`config.mk`:
```
export PLATFORM = sky130hd
export DESIGN_NAME = bin_to_bcd
export DESIGN_NICKNAME = d
export VERILOG_FILES = /design/src/logic/bcd_pkg.sv /design/src/logic/bcd_shift_control.sv /design/src/logic/bcd_datapath.sv /design/src/logic/bin_to_bcd.sv
export SDC_FILE = /design/constraint.sdc
export NUM_CORES = 1
export LEC_CHECK = 0
export ABC_CLOCK_PERIOD_IN_PS = 2400
export BUFFER_PORTS_ARGS = -buffer_cell sky130_fd_sc_hd__buf_4
export CORE_UTILIZATION = 55
export CTS_CLUSTER_DIAMETER = 40
export CTS_CLUSTER_SIZE = 20
export DETAILED_ROUTE_END_ITERATION = 10
export GPL_TIMING_DRIVEN = 1
export PLACE_DENSITY = 0.73
export SLEW_MARGIN = 40
export SYNTH_ARGS = -nofsm -noshare
export SYNTH_HDL_FRONTEND = slang
export SYNTH_SLANG_ARGS = --single-unit
```
`constraint.sdc`:
```
create_clock -name clk -period 2.4 [get_ports clk]
set_clock_uncertainty 0.2 [all_clocks]
set_input_delay 0.12 -clock clk [delete_from_list [all_inputs] [get_ports clk]]
set_output_delay 0.12 -clock clk [all_outputs]
set_load 0.1 [all_outputs]
```
`src/logic/bcd_pkg.sv`:
```
`default_nettype none

package bcd_pkg;

  localparam int BIN_W   = 7;
  localparam int ITER_W  = 3;
  localparam int DIGIT_W = 4;
  localparam int SR_W    = 2 * DIGIT_W + BIN_W;  // Tens, units and the unconsumed binary bits.

  typedef logic [BIN_W-1:0]   bin_t;
  typedef logic [DIGIT_W-1:0] digit_t;
  typedef logic [ITER_W-1:0]  iter_t;

  localparam iter_t  LAST_ITER = iter_t'(BIN_W - 2);  // Six corrected shifts, then one plain shift.
  localparam digit_t GE_FIVE   = digit_t'(5);
  localparam digit_t ADJ_ADD   = digit_t'(3);

  // Sign bits of the two differences, tens in the upper bit.
  // A zero bit means that digit needs the add-3 correction.
  localparam logic [1:0] NEG_NONE = 2'b11;
  localparam logic [1:0] NEG_UND  = 2'b10;
  localparam logic [1:0] NEG_DEC  = 2'b01;
  localparam logic [1:0] NEG_ALL  = 2'b00;

  typedef enum logic [3:0] {
    st_start      = 4'b0000,
    st_shift      = 4'b0001,
    st_check_neg  = 4'b0010,
    st_load_und   = 4'b0011,
    st_load_dec   = 4'b0100,
    st_load_all   = 4'b0101,
    st_iterate    = 4'b0110,
    st_last_shift = 4'b0111,
    st_done       = 4'b1000
  } ctrl_state_t;

endpackage

`default_nettype wire

```
`src/logic/bcd_shift_control.sv`:
```
`timescale 1ns/10ps
`default_nettype none

module bcd_shift_control
  import bcd_pkg::*;
(
  input  logic   clk,
  input  logic   rst,
  input  logic   start,
  input  logic   last_iter,
  input  digit_t und_diff,
  input  digit_t dec_diff,
  output logic   clear,
  output logic   shift_en,
  output logic   adj_en,
  output logic   adj_und,
  output logic   adj_dec,
  output logic   iter_en,
  output logic   done
);

  ctrl_state_t state;
  ctrl_state_t state_next;
  logic [1:0]  neg_flags;

  assign neg_flags = {dec_diff[DIGIT_W-1], und_diff[DIGIT_W-1]};  // Only the signs matter here.

  always_ff @(posedge clk) begin
    if (rst) begin
      state <= st_start;
    end else begin
      state <= state_next;
    end
  end

  always_comb begin
    state_next = state;
    case (state)
      st_start: begin
        if (start) begin
          state_next = st_shift;
        end
      end
      st_shift: begin
        state_next = st_check_neg;
      end
      st_check_neg: begin
        case (neg_flags)
          NEG_NONE: state_next = st_iterate;
          NEG_UND:  state_next = st_load_und;
          NEG_DEC:  state_next = st_load_dec;
          NEG_ALL:  state_next = st_load_all;
          default:  state_next = st_iterate;
        endcase
      end
      st_load_und, st_load_dec, st_load_all: begin
        state_next = st_iterate;
      end
      st_iterate: begin
        state_next = last_iter ? st_last_shift : st_shift;  // The seventh shift skips the check.
      end
      st_last_shift: begin
        state_next = st_done;
      end
      st_done: begin
        state_next = st_start;
      end
      default: begin
        state_next = st_start;
      end
    endcase
  end

  // Strobes depend on the state alone.
  always_comb begin
    clear    = 1'b0;
    shift_en = 1'b0;
    adj_en   = 1'b0;
    adj_und  = 1'b0;
    adj_dec  = 1'b0;
    iter_en  = 1'b0;
    done     = 1'b0;
    case (state)
      st_start: begin
        clear = 1'b1;  // Keeps reloading the operand while idle.
      end
      st_shift, st_last_shift: begin
        shift_en = 1'b1;
      end
      st_load_und: begin
        adj_en  = 1'b1;
        adj_und = 1'b1;
      end
      st_load_dec: begin
        adj_en  = 1'b1;
        adj_dec = 1'b1;
      end
      st_load_all: begin
        adj_en  = 1'b1;
        adj_und = 1'b1;
        adj_dec = 1'b1;
      end
      st_iterate: begin
        iter_en = 1'b1;
      end
      st_done: begin
        done = 1'b1;
      end
      default: begin
        clear = 1'b0;
      end
    endcase
  end

endmodule

`default_nettype wire

```
`src/logic/bcd_datapath.sv`:
```
`timescale 1ns/10ps
`default_nettype none

module bcd_datapath
  import bcd_pkg::*;
(
  input  logic   clk,
  input  logic   rst,
  input  bin_t   bin_in,
  input  logic   clear,
  input  logic   shift_en,
  input  logic   adj_en,
  input  logic   adj_und,
  input  logic   adj_dec,
  input  logic   iter_en,
  input  logic   done,
  output digit_t und_diff,
  output digit_t dec_diff,
  output logic   last_iter,
  output digit_t units,
  output digit_t tens
);

  logic [SR_W-1:0] shift_reg;
  logic [SR_W-1:0] shift_next;
  digit_t          und_cur;
  digit_t          dec_cur;
  digit_t          und_fix;
  digit_t          dec_fix;
  bin_t            bin_rest;
  iter_t           iter_cnt;

  // Layout is tens, units, then the binary bits still to be shifted in.
  assign dec_cur  = shift_reg[SR_W-1 -: DIGIT_W];
  assign und_cur  = shift_reg[BIN_W +: DIGIT_W];
  assign bin_rest = shift_reg[BIN_W-1:0];

  // A digit of five or more leaves the difference with a clear sign bit.
  assign und_diff = und_cur - GE_FIVE;
  assign dec_diff = dec_cur - GE_FIVE;

  always_comb begin
    und_fix = und_cur;
    dec_fix = dec_cur;
    if (adj_und) begin
      und_fix = und_cur + ADJ_ADD;
    end
    if (adj_dec) begin
      dec_fix = dec_cur + ADJ_ADD;
    end
  end

  always_comb begin
    shift_next = shift_reg;
    if (clear) begin
      shift_next = {{(2 * DIGIT_W){1'b0}}, bin_in};
    end else if (shift_en) begin
      shift_next = {shift_reg[SR_W-2:0], 1'b0};
    end else if (adj_en) begin
      shift_next = {dec_fix, und_fix, bin_rest};
    end
  end

  always_ff @(posedge clk) begin
    shift_reg <= shift_next;
  end

  always_ff @(posedge clk) begin
    if (rst || clear) begin
      iter_cnt <= '0;
    end else if (iter_en) begin
      iter_cnt <= iter_cnt + iter_t'(1);
    end
  end

  assign last_iter = (iter_cnt == LAST_ITER);

  // Holds the digits of the last finished conversion.
  always_ff @(posedge clk) begin
    if (rst) begin
      units <= '0;
      tens  <= '0;
    end else if (done) begin
      units <= und_cur;
      tens  <= dec_cur;
    end
  end

endmodule

`default_nettype wire

```
`src/logic/bin_to_bcd.sv`:
```
`timescale 1ns/10ps
`default_nettype none

module bin_to_bcd
  import bcd_pkg::*;
(
  input  logic   clk,
  input  logic   rst,
  input  logic   start,
  input  bin_t   bin_in,
  output digit_t units,
  output digit_t tens,
  output logic   done
);

  logic   clear;
  logic   shift_en;
  logic   adj_en;
  logic   adj_und;
  logic   adj_dec;
  logic   iter_en;
  logic   last_iter;
  digit_t und_diff;
  digit_t dec_diff;

  bcd_shift_control i_bcd_shift_control (
    .clk       (clk),
    .rst       (rst),
    .start     (start),
    .last_iter (last_iter),
    .und_diff  (und_diff),
    .dec_diff  (dec_diff),
    .clear     (clear),
    .shift_en  (shift_en),
    .adj_en    (adj_en),
    .adj_und   (adj_und),
    .adj_dec   (adj_dec),
    .iter_en   (iter_en),
    .done      (done)
  );

  // The done strobe also loads the result register, so the outputs change one edge later.
  bcd_datapath i_bcd_datapath (
    .clk       (clk),
    .rst       (rst),
    .bin_in    (bin_in),
    .clear     (clear),
    .shift_en  (shift_en),
    .adj_en    (adj_en),
    .adj_und   (adj_und),
    .adj_dec   (adj_dec),
    .iter_en   (iter_en),
    .done      (done),
    .und_diff  (und_diff),
    .dec_diff  (dec_diff),
    .last_iter (last_iter),
    .units     (units),
    .tens      (tens)
  );

endmodule

`default_nettype wire

```
# ---- Word level (Yosys, flattened, before mapping)
# Index checks and enable logic that the tools add are counted.
dict set report classes {
  addsub 5
  eq_ne 13
  mux 16
  n_reduce_logical 13
}
# op count
set op_table {}
lappend op_table {{$mux 15} 2}
lappend op_table {{$pmux 4 s6} 1}
lappend op_table {{$eq 4x3->1 const B} 4}
lappend op_table {{$pmux 4 s4} 1}
lappend op_table {{$mux 4} 3}
lappend op_table {{$add 4x2->4 const B} 2}
lappend op_table {{$eq 4x2->1 const B} 2}
lappend op_table {{$reduce_bool 2->1} 4}
lappend op_table {{$sub 4x3->4 const B} 2}
lappend op_table {{$mux 1} 7}
lappend op_table {{$mux 7} 1}
lappend op_table {{$reduce_or 2->1} 3}
lappend op_table {{$eq 2x2->1 const B} 2}
lappend op_table {{$eq 4x1->1 const B} 1}
lappend op_table {{$eq 4x4->1 const B} 1}
lappend op_table {{$logic_not 4->1} 1}
lappend op_table {{$reduce_and 2->1} 2}
lappend op_table {{$add 3x1->3 const B} 1}
lappend op_table {{$eq 3x3->1 const B} 1}
lappend op_table {{$mux 3} 1}
lappend op_table {{$reduce_or 3->1} 1}
lappend op_table {{$eq 2x1->1 const B} 1}
lappend op_table {{$logic_not 2->1} 1}
lappend op_table {{$ne 2x2->1 const B} 1}
lappend op_table {{$logic_or 1x1->1} 1}
dict set report word_totals {
  reg_bits 30
  output_inout_bits 9
  wordCells 54
}

# ---- Depth between registers and ports, before layout
# Gate-level depths: netlist of the first run.
dict set report depth {
  depth_word 7
  ltp_mapped 6
}

# ---- Cells and area by module
# From an unflattened synthesis of the first run, not the netlist that was laid out.
dict set report hier_totals {
  hier_cells 159
  area_unflattened_um2 1546.5
}
# module instances cells_per_inst area_per_inst_um2 seq_area_each_um2
set by_module_without_submodules {}
lappend by_module_without_submodules {bcd_datapath 1 125 1257.5 590.6}
lappend by_module_without_submodules {bcd_shift_control 1 34 289.0 80.1}

# ---- Worst setup path before layout of the first run
# Ideal clock, no wire load.
dict set report synth_path {
  kind {reg-to-reg}
  start {register i_bcd_shift_control.state[1]}
  end {register i_bcd_datapath.tens[0]}
  setup_time_ns 0.132
  arrival_ns 1.730
  required_ns 2.068
  path_slack_ns 0.338
  path_stages_with_launch 7
  path_buffers 1
  synth_period_minus_slack_ns 2.062
  cell_sequence {dfxtp_1 > clkbuf_8 > nor3_4 > nand2_2 > clkinv_1 > nand2_1 > a21oi_1}
}
dict set report synth_between {
  elab_chain_cells 2
}
# element line
set synth_rtl {}
lappend synth_rtl {{start, declared} bcd_shift_control.sv:22} ;# ctrl_state_t state;
lappend synth_rtl {{start signal, assigned} bcd_shift_control.sv:30} ;# state <= st_start;
lappend synth_rtl {{start signal, assigned} bcd_shift_control.sv:32} ;# state <= state_next;
lappend synth_rtl {{$eq 4x4->1} bcd_shift_control.sv:83} ;# case (state)
lappend synth_rtl {{$mux 1} bcd_shift_control.sv:83}
lappend synth_rtl {{named net done} bin_to_bcd.sv:13} ;# output logic done
lappend synth_rtl {{end signal, assigned} bcd_datapath.sv:85} ;# tens <= dec_cur;
lappend synth_rtl {{end, declared} bcd_datapath.sv:21} ;# output digit_t tens
# The timed path passes the listed nets, and every way through them passes these cells.
# A chain may end at the register's enable or synchronous reset.

# ---- Final worst setup path of the first run
dict set report layout_path {
  start {register i_bcd_shift_control.state[1]}
  end {output done}
}
dict set report layout_between {
  elab_chain_cells 2
}
# element line
set layout_rtl {}
lappend layout_rtl {{$eq 4x4->1} bcd_shift_control.sv:83}
lappend layout_rtl {{$mux 1} bcd_shift_control.sv:83}
lappend layout_rtl {{end, declared} bin_to_bcd.sv:13}
# No other way between the ends.

==> results.py, run 1 <==
metrics = {
    "global_routing": {
        "grt_pass1_wl_mm": 4.35,
        "grt_usage_pct": 22.3,
        "antenna_found_initial": 0,
        "grt_max_degree": 17,
        "grt_pass1_vias": 992,
        "grt-ovfl-total": 0,
    },
    "power_and_ir_drop": {
        "clock_power_share_pct": 16.1,
        "seqPwrFrac_pct": 43.0,
        "p_per_area_nw_per_um2": 1120,
        "cell_internal_pwr_uw": 1180,
        "combPwrFrac_pct": 40.9,
        "netSwitchingFraction_pct": 39.3,
        "p_leak_uw": 0.000651,
        "vdd.ir_drop.worst_v": 0.000861,
        "switching_power_uw": 766,
    },
    "layout": {
        "final_net_count": 191,
        "largest_register_ffs": 15,
        "synthToLayoutAreaGrowth_pct": 16.9,
        "layout.cells.non_filler": 208,
        "drive_above_1_share_pct": 21.3,
        "diodes": 0,
        "stdcell_area_um2": 1730,
    },
    "sta": {
        "period_share_pct": 91.3,
        "tightest_slew_ns": 0.582,
        "holdWs_ns": 0.0292,
        "rsz0062_at_grt": "false",
        "slew_viol_final": 0,
        "fin_setup_tns_ns": 0,
        "finalSetupViolCount": 0,
        "finalCriticalPeriod_ns": 2.19,
        "max_slew_margin_pct": 61.2,
        "clock.fmax_ghz": 0.457,
        "hold_violations": 0,
    },
    "cts": {
        "clkSlewWorstSetupHoldPaths_ns": 0.09,
        "ctsResizeCount": 0,
        "numClockSinks": 30,
        "clockRootBuffer": "clkbuf_4",
        "insertion_delay_ns": 0.33,
        "cts-buffers-inserted": 5,
        "clk_path_buf_depth": 2,
        "htree_levels": 2,
        "cts_setup_buffers": 0,
        "cts_tree": "done",
    },
    "synth": {
        "synthSimpleGateAreaFrac_pct": 20.9,
        "synth_top_family_by_area": "simple AND/OR/NAND/NOR gates",
        "ys_ff_latch": 30,
        "seq_area_frac_synth_pct": 45.2,
        "synth_flop_cell": "dfxtp_1",
        "yosysTopAreaCellShare_pct": 31.0,
        "synth.most_common_cell": "nand2_1",
        "yosys-top-cells-area": "dfxtp_1, edfxtp_1, nand2_1, a21oi_1, a22o_1",
        "synthTopCellsByCount": "nand2_1, dfxtp_1, a21oi_1",
        "syn_area_um2": 1480,
        "yosysUniqueCellTypes": 44,
        "synth_nets": 164,
        "yosysTopAreaCell": "dfxtp_1",
        "synth_xor_xnor_area_share_pct": 4.81,
        "synth-compound-area-share_pct": 17.9,
        "synth_cells": 150,
        "synth_fa_ha_area_share_pct": 3.37,
        "synth-async-reset-ratio_pct": 0,
        "yosysWarnings": 0,
        "muxShareOfSynthArea_pct": 1.35,
        "synth_edf_count": 7,
        "avgSynthCellArea_um2": 9.89,
    },
    "drt": {
        "drt_iter0_markers": 40,
        "dr.pass1.iters": 4,
        "routedWlPerCell_um": 13.4,
        "ant_nets": 0,
        "via_count": 1152,
        "drt-total-wl_mm": 2.79,
        "drcViolationCount": 0,
        "vias_per_cell": 5.54,
    },
    "setup_path": {
        "critPathKind": "register to output pin",
        "path_cells": "nor3_4 -> nand2_2 -> clkinv_1 -> buf_4",
        "cp-start-kind": "register",
        "critPathCaptureType": "output pin",
        "slowest_stage": "dfxtp_1",
        "crit_family": "flip-flops",
        "slowest_delay_ns": 0.70,
        "critPathMaxFanout": 9,
        "crit_required_ns": 2.08,
        "path_buf_inv": 2,
        "crit_arrival_ns": 1.87,
    },
    "floorplan": {
        "core.rowCount": 18,
        "floorplan.initialDensity_pct": 58.8,
        "die_w_um": 53.9,
        "die_h_um": 53.9,
        "ioPinCount": 19,
        "dieArea_um2": 2910,
        "core-area_um2": 2520,
    },
    "place": {
        "gp_congestion": 0.771,
        "dp_cells": 192,
        "hpwlAfterDp_mm": 1.96,
        "io_buffers": 18,
        "postPlaceCellArea_um2": 1590,
    },
    "outcome": {
        "status": "complete, no violations",
    },
    "min_path": {
        "hp-class": "input pin to register",
    },
    "flow_run": {
        "drv_cap": 0,
    },
}
what timing repair did:
item | in CTS | in global routing
hold buffers | 8 | 0
endpoints found under the hold margin | 19 | 0
endpoints found under the setup margin | 0 | 0
power groups by stage:
| stage | Sequential (uW) | Clock, uW | Combinational [uW] |
|---|---|---|---|
| after CTS | 836 | 322 | 794 |
| after global routing | 854 | 340 | 879 |
| final | 837 | 314 | 797 |
| after floorplan | 747 | 0 | 777 |
| after global placement | 843 | 0 | 753 |
| after detailed placement | 848 | 0 | 776 |
cell families (layout without fill, tap and decap cells):
kind of cell / after synthesis / count (layout)
buf+inv: 14 / 42
mux: 2 / 2
fa+ha+maj: 4 / 4
flops: 30 / 30
xor+xnor: 6 / 6
compound gates: 40 / 40
simple gates: 54 / 54
per-layer routing:
layer	share of wire, %	track usage, %	vias to the layer above	routed length (um)
li1	-	-	588	-
met5	0	0	-	0
met4	2.2	13.2	0	62
met3	3.5	5.93	8	97
met1	46	26.3	534	1280
met2	48	36.2	22	1350
worst paths after layout:
path	from	end	slack, ns	cells after the start
max	i_bcd_shift_control.state[1]	done	0.21	4
min	start	i_bcd_shift_control.state[0]	0.03	4
max reg2reg	i_bcd_shift_control.state[1]	i_bcd_datapath.shift_reg[3]	0.52	3
min reg2reg	i_bcd_datapath.units[1]	i_bcd_datapath.units[1]	0.26	2
layout by cell type (no fill, tap or decap), types with 2 or more instances in the layout:
master,synthesis,routed
nand2_1,25,25
dfxtp_1,23,23
buf_4,1,19
a21oi_1,16,16
dlygate4sd3_1,0,8
edfxtp_1,7,7
inv_1,6,6
a22o_1,6,6
nor2_1,6,6
o21ai_0,5,5
clkbuf_4,0,5
xnor2_1,4,4
nor3_1,4,4
ha_1,4,4
nand2b_1,3,3
a22oi_1,3,3
nand2_2,2,2
mux2i_1,2,2
o22ai_1,2,2
nand3_1,2,2
area by class of cell:
| cell class | count | area [um2] |
|---|---|---|
| multi-input combinational | 106 | 717 |
| tap | 30 | 37.5 |
| timing repair buffer | 27 | 223 |
| clock buffer | 7 | 55.1 |
| clock inverter | 1 | 5.00 |
| inverter | 7 | 26.3 |
| sequential | 30 | 671 |
| fill | 198 | 788 |
stage by stage:
step | setup WS [ns] | utilization [%] | power, uW
after floorplan | 0.338 | - | 1520
after global placement | 0.605 | 63.2 | 1600
after detailed placement | 0.556 | 63.2 | 1620
after CTS | 0.191 | 68.8 | 1950
after global routing | 0.0597 | 68.8 | 2070
final | 0.209 | 68.8 | 1950
worst min-delay path, cell delays in order:
cell and delay (ns):
buf_4 0.11, inv_1 0.05, a211o_1 0.18, nor2_1 0.06
No activity file was read; power rests on OpenSTA's default activity.
==> run 2, diff against run 1 <==
--- a/config.mk
+++ b/config.mk
@@ -5,6 +5,7 @@
 export SDC_FILE = /design/constraint.sdc
 export NUM_CORES = 1
 export LEC_CHECK = 0
+export ABC_AREA = 1
 export ABC_CLOCK_PERIOD_IN_PS = 2400
 export BUFFER_PORTS_ARGS = -buffer_cell sky130_fd_sc_hd__buf_4
 export CORE_UTILIZATION = 55
==> results.py, run 2 <==
metrics = {
    "sta": {
        "finalCriticalPeriod_ns": 2.11,
        "period_share_pct": 87.8,
        "clock.fmax_ghz": 0.475,
        "rsz0062_at_grt": "false",
        "hold_violations": 0,
        "fin_setup_tns_ns": 0,
        "max_slew_margin_pct": 62.1,
        "tightest_slew_ns": 0.567,
        "finalSetupViolCount": 0,
        "slew_viol_final": 0,
    },
    "cts": {
        "clk_path_buf_depth": 2,
        "ctsResizeCount": 0,
        "clockRootBuffer": "clkbuf_4",
        "numClockSinks": 30,
        "insertion_delay_ns": 0.32,
        "clkSlewWorstSetupHoldPaths_ns": 0.09,
        "htree_levels": 2,
        "cts_tree": "done",
        "cts-buffers-inserted": 5,
        "cts_setup_buffers": 0,
    },
    "power_and_ir_drop": {
        "power_uw": 1880,
        "p_leak_uw": 0.000819,
        "p_per_area_nw_per_um2": 1070,
        "vdd.ir_drop.worst_v": 0.000807,
    },
    "synth": {
        "yosysTopAreaCell": "dfxtp_1",
        "synth_nets": 195,
        "synth_edf_count": 7,
        "yosysUniqueCellTypes": 30,
        "seq_area_frac_synth_pct": 45.3,
        "synthTopCellsByCount": "nand2_1, dfxtp_1, inv_1",
        "ys_ff_latch": 30,
        "synth_flop_cell": "dfxtp_1",
        "yosysTopAreaCellShare_pct": 31.1,
        "syn_area_um2": 1480,
        "synth.most_common_cell": "nand2_1",
        "synth-async-reset-ratio_pct": 0,
        "yosysWarnings": 0,
        "avgSynthCellArea_um2": 8.18,
        "synth_cells": 181,
        "yosys-top-cells-area": "dfxtp_1, edfxtp_1, nand2_1, inv_1, nor2_1",
    },
    "setup_path": {
        "cp-start-kind": "register",
        "crit_arrival_ns": 1.79,
        "ff2ff_setup_slack_ns": 0.63,
        "reg2reg_from": "i_bcd_shift_control.state[3]",
        "slowest_delay_ns": 0.45,
        "path_cells": "inv_2 -> nand2_1 -> nor3_4 -> buf_4",
        "rr_endpoint": "i_bcd_datapath.shift_reg[0]",
        "reg2regPathDepth": 5,
        "crit_required_ns": 2.08,
        "critPathCaptureType": "output pin",
        "critPathKind": "register to output pin",
        "critPathMaxFanout": 17,
        "worstSetupStartpoint": "i_bcd_shift_control.state[0]",
        "slowest_stage": "nor3_4",
    },
    "drt": {
        "drt_iter0_markers": 35,
        "dr.pass1.iters": 4,
        "via_count": 1247,
        "vias_per_cell": 5.11,
        "drt-total-wl_mm": 2.86,
        "ant_nets": 0,
        "routedWlPerCell_um": 11.7,
        "drcViolationCount": 0,
    },
    "place": {
        "dp_cells": 227,
        "io_buffers": 18,
        "gp_congestion": 0.881,
        "hpwlAfterDp_mm": 2.08,
    },
    "layout": {
        "final_net_count": 227,
        "final_cell_mix": "nand2_1, inv_1, dfxtp_1, nor2_1, buf_4",
        "diodes": 0,
        "synthToLayoutAreaGrowth_pct": 19.3,
        "final_common_cell": "nand2_1",
        "layout.cells.non_filler": 244,
        "drive_above_1_share_pct": 20.1,
        "largest_register_ffs": 15,
    },
    "floorplan": {
        "dieArea_um2": 2900,
        "ioPinCount": 19,
        "core.rowCount": 18,
        "core-area_um2": 2500,
        "die_h_um": 53.9,
        "floorplan.initialDensity_pct": 59.2,
        "die_w_um": 53.9,
    },
    "min_path": {
        "hp-class": "register to register",
        "hold_depth": 2,
        "hp-start": "i_bcd_datapath.shift_reg[12]",
        "min_to": "i_bcd_datapath.shift_reg[12]",
    },
    "global_routing": {
        "grt_pass1_vias": 1102,
        "grt_usage_pct": 23.0,
        "grt_pass1_wl_mm": 4.62,
        "grt-ovfl-total": 0,
        "antenna_found_initial": 0,
        "grt_max_degree": 18,
    },
    "outcome": {
        "status": "complete, no violations",
    },
    "flow_run": {
        "drv_cap": 0,
    },
}
-- run 2: worst max path at each step --
stage	endpoint	slack [ns]	cells past startpoint
after floorplan	i_bcd_datapath.tens[0]	0.88	2
after global placement	i_bcd_datapath.shift_reg[0]	0.72	5
after detailed placement	done	0.64	4
after CTS	done	0.29	4
after global routing	done	0.17	4
final	done	0.29	4
-- run 2: timing repair --
item / CTS / global route
endpoints found under the setup margin: 0 / 0
hold endpoints to repair: 11 / 0
hold buffers: 9 / 0
-- run 2: layout make-up --
class                           count  area, um2
Clock buffer                        8       48.8
Fill cell                         200        734
Inverter                           30        113
Multi-Input combinational cell    119        671
Sequential cell                    30        671
Tap cell                           30       37.5
Timing Repair Buffer               27        225
-- run 2: cell families after synthesis --
family / Yosys count / share of synthesized area (%)
AOI/OAI and AO/OA: 37 / 15.4
xor gates and xnor gates: 4 / 2.37
adders and majority gates: 4 / 3.38
buffers and inverters: 32 / 9.38
DFF: 30 / 45.3
and+or+nand+nor: 74 / 24.2
-- run 2: power by group --
group | total (uW) | switching [uW] | internal (uW) | leakage, uW
sequential | 806 | 110 | 696 | 0.000260
combinational | 801 | 517 | 283 | 0.000533
clock | 278 | 161 | 117 | 0.0000265
total | 1880 | 788 | 1100 | 0.000819
-- run 2: metal layers --
| metal | wire, um | global-route usage (%) | vias up | part of all wire [%] |
|---|---|---|---|---|
| met5 | 0 | 0 | - | 0 |
| met4 | 38 | 10.5 | 0 | 1.3 |
| met3 | 115 | 5.93 | 5 | 4.0 |
| met2 | 1390 | 37.0 | 26 | 49 |
| met1 | 1320 | 28.6 | 563 | 46 |
| li1 | - | - | 653 | - |
-- run 2: critical path, delay by kind of cell (launching register included) --
family / cells / cell delay, ns
and+or+nand+nor: 2 / 0.55
buffers and inverters: 2 / 0.53
DFF: 1 / 0.38
-- run 2: per-stage QoR --
step / util, % / area (um2) / hold WS [ns] / setup WS, ns
final: 70.6 / 1770 / 0.305 / 0.293
after global routing: 70.6 / 1770 / 0.332 / 0.174
after CTS: 70.6 / 1770 / 0.310 / 0.291
after detailed placement: 65.1 / 1630 / 0.120 / 0.641
after global placement: 65.1 / 1630 / 0.119 / 0.717
after floorplan: - / 1480 / -0.0109 / 0.884
==> run 3, diff against run 2 <==
--- a/config.mk
+++ b/config.mk
@@ -14,6 +14,7 @@
 export DETAILED_ROUTE_END_ITERATION = 10
 export GPL_TIMING_DRIVEN = 1
 export PLACE_DENSITY = 0.73
+export RECOVER_POWER = 100
 export SLEW_MARGIN = 40
 export SYNTH_ARGS = -nofsm -noshare
 export SYNTH_HDL_FRONTEND = slang
==> results.py, run 3 (synthesized netlist as in run 2, its figures left out) <==
metrics = {
    "floorplan": {
        "dieArea_um2": 2900,
        "core-area_um2": 2500,
        "floorplan.initialDensity_pct": 59.2,
        "core.rowCount": 18,
        "die_h_um": 53.9,
        "die_w_um": 53.9,
        "ioPinCount": 19,
    },
    "cts": {
        "cts_setup_buffers": 0,
        "htree_levels": 2,
        "numClockSinks": 30,
        "ctsResizeCount": 0,
        "cts_tree": "done",
        "clkSlewWorstSetupHoldPaths_ns": 0.09,
        "clk_path_buf_depth": 2,
        "cts-buffers-inserted": 5,
        "clockRootBuffer": "clkbuf_4",
        "insertion_delay_ns": 0.32,
    },
    "drt": {
        "drcViolationCount": 0,
        "drt-total-wl_mm": 2.88,
        "routedWlPerCell_um": 11.8,
        "vias_per_cell": 5.07,
        "drt_iter0_markers": 36,
        "dr.pass1.iters": 4,
        "via_count": 1236,
        "ant_nets": 0,
    },
    "global_routing": {
        "grt_pass1_vias": 1102,
        "grt_pass1_wl_mm": 4.62,
        "grt_usage_pct": 23.0,
        "grt-ovfl-total": 0,
        "grt_max_degree": 18,
        "antenna_found_initial": 0,
    },
    "place": {
        "pre_cts_ws_ns": 0.641,
        "hpwlAfterDp_mm": 2.08,
        "postPlaceCellArea_um2": 1630,
        "gp_congestion": 0.881,
        "io_buffers": 18,
    },
    "setup_path": {
        "slowest_stage": "nor3_4",
        "slowest_delay_ns": 0.45,
        "path_cells": "inv_1 -> nand2_1 -> nor3_4 -> buf_4",
        "cp-start-kind": "register",
        "crit_arrival_ns": 1.83,
        "critPathKind": "register to output pin",
        "critPathMaxFanout": 17,
        "critPathCaptureType": "output pin",
        "crit_required_ns": 2.08,
    },
    "sta": {
        "max_slew_margin_pct": 22.0,
        "period_share_pct": 89.8,
        "setup_ws_ns": 0.246,
        "fin_setup_tns_ns": 0,
        "tightest_slew_ns": 1.18,
        "clock.fmax_ghz": 0.464,
        "finalSetupViolCount": 0,
        "finalCriticalPeriod_ns": 2.15,
        "rsz0062_at_grt": "false",
        "hold_violations": 0,
        "slew_viol_final": 0,
    },
    "power_and_ir_drop": {
        "netSwitchingFraction_pct": 41.6,
        "seqPwrFrac_pct": 43.1,
        "clock_power_share_pct": 14.9,
        "p_per_area_nw_per_um2": 1090,
        "vdd.ir_drop.worst_v": 0.000796,
        "cell_internal_pwr_uw": 1090,
        "switching_power_uw": 774,
        "p_leak_uw": 0.000763,
        "combPwrFrac_pct": 42.0,
    },
    "layout": {
        "final_common_cell": "nand2_1",
        "largest_register_ffs": 15,
        "final_cell_mix": "nand2_1, inv_1, dfxtp_1, nor2_1, o21ai_0",
        "final_net_count": 227,
        "utilization_pct": 68.2,
        "synthToLayoutAreaGrowth_pct": 15.1,
        "stdcell_area_um2": 1700,
        "diodes": 0,
        "drive_above_1_share_pct": 12.6,
    },
    "min_path": {
        "hp-class": "register to register",
    },
    "outcome": {
        "status": "complete, no violations",
    },
    "flow_run": {
        "drv_cap": 0,
    },
}
run 3: cell count changes in the layout (fill, tap and decap cells not counted), moves of 2 or more:
cell / before / now
clkbuf_1: 3 / 11
inv_1: 23 / 25
inv_2: 6 / 4
buf_4: 18 / 10
run 3: metal layers:
| metal | part of all wire, % | track usage [%] |
|---|---|---|
| met1 | 47 | 28.6 |
| met2 | 49 | 37.0 |
| met3 | 2.6 | 5.93 |
| met4 | 1.3 | 10.5 |
| met5 | 0 | 0 |
run 3: timing repair:
item / CTS / global route
hold endpoints to repair: 11 / 0
endpoints found under the setup margin: 0 / 0
hold buffers: 9 / 0
run 3: power by group through the flow:
stage / clock network, uW / registers, uW / logic [uW]
CTS: 285 / 805 / 804
global route: 299 / 821 / 889
floorplan: 0 / 802 / 639
global placement: 0 / 810 / 773
finish: 277 / 800 / 781
detailed placement: 0 / 819 / 783
run 3: path summary, 6_finish.rpt:
path | endpoint | cells after the start | slack (ns) | start
worst max-delay path | done | 4 | 0.25 | i_bcd_shift_control.state[0]
worst min-delay path | i_bcd_datapath.shift_reg[12] | 2 | 0.31 | i_bcd_datapath.shift_reg[12]
worst max register to register | i_bcd_datapath.shift_reg[0] | 5 | 0.30 | i_bcd_shift_control.state[3]
worst min register to register | i_bcd_datapath.shift_reg[12] | 2 | 0.31 | i_bcd_datapath.shift_reg[12]
run 3: critical path, delay by kind of cell (launching register included):
family / cells / cell delay (ns)
buffers and inverters: 2 / 0.57
DFF: 1 / 0.37
and+or+nand+nor: 2 / 0.56
run 3: metrics by stage:
step           power (uW)  hold slack, ns  std cells
2_1_floorplan        1440         -0.0109        181
3_3_place_gp         1580           0.119        227
3_5_place_dp         1600           0.120        227
4_1_cts              1890           0.310        244
5_1_grt              2010           0.332        244
6_report             1860           0.307        244
run 3: area by class of cell:
class	instances	area, um2
Fill cell	219	796
Sequential cell	30	671
Multi-Input combinational cell	119	639
Timing Repair Buffer	27	195
Inverter	30	113
Clock buffer	8	48.8
Tap cell	30	37.5
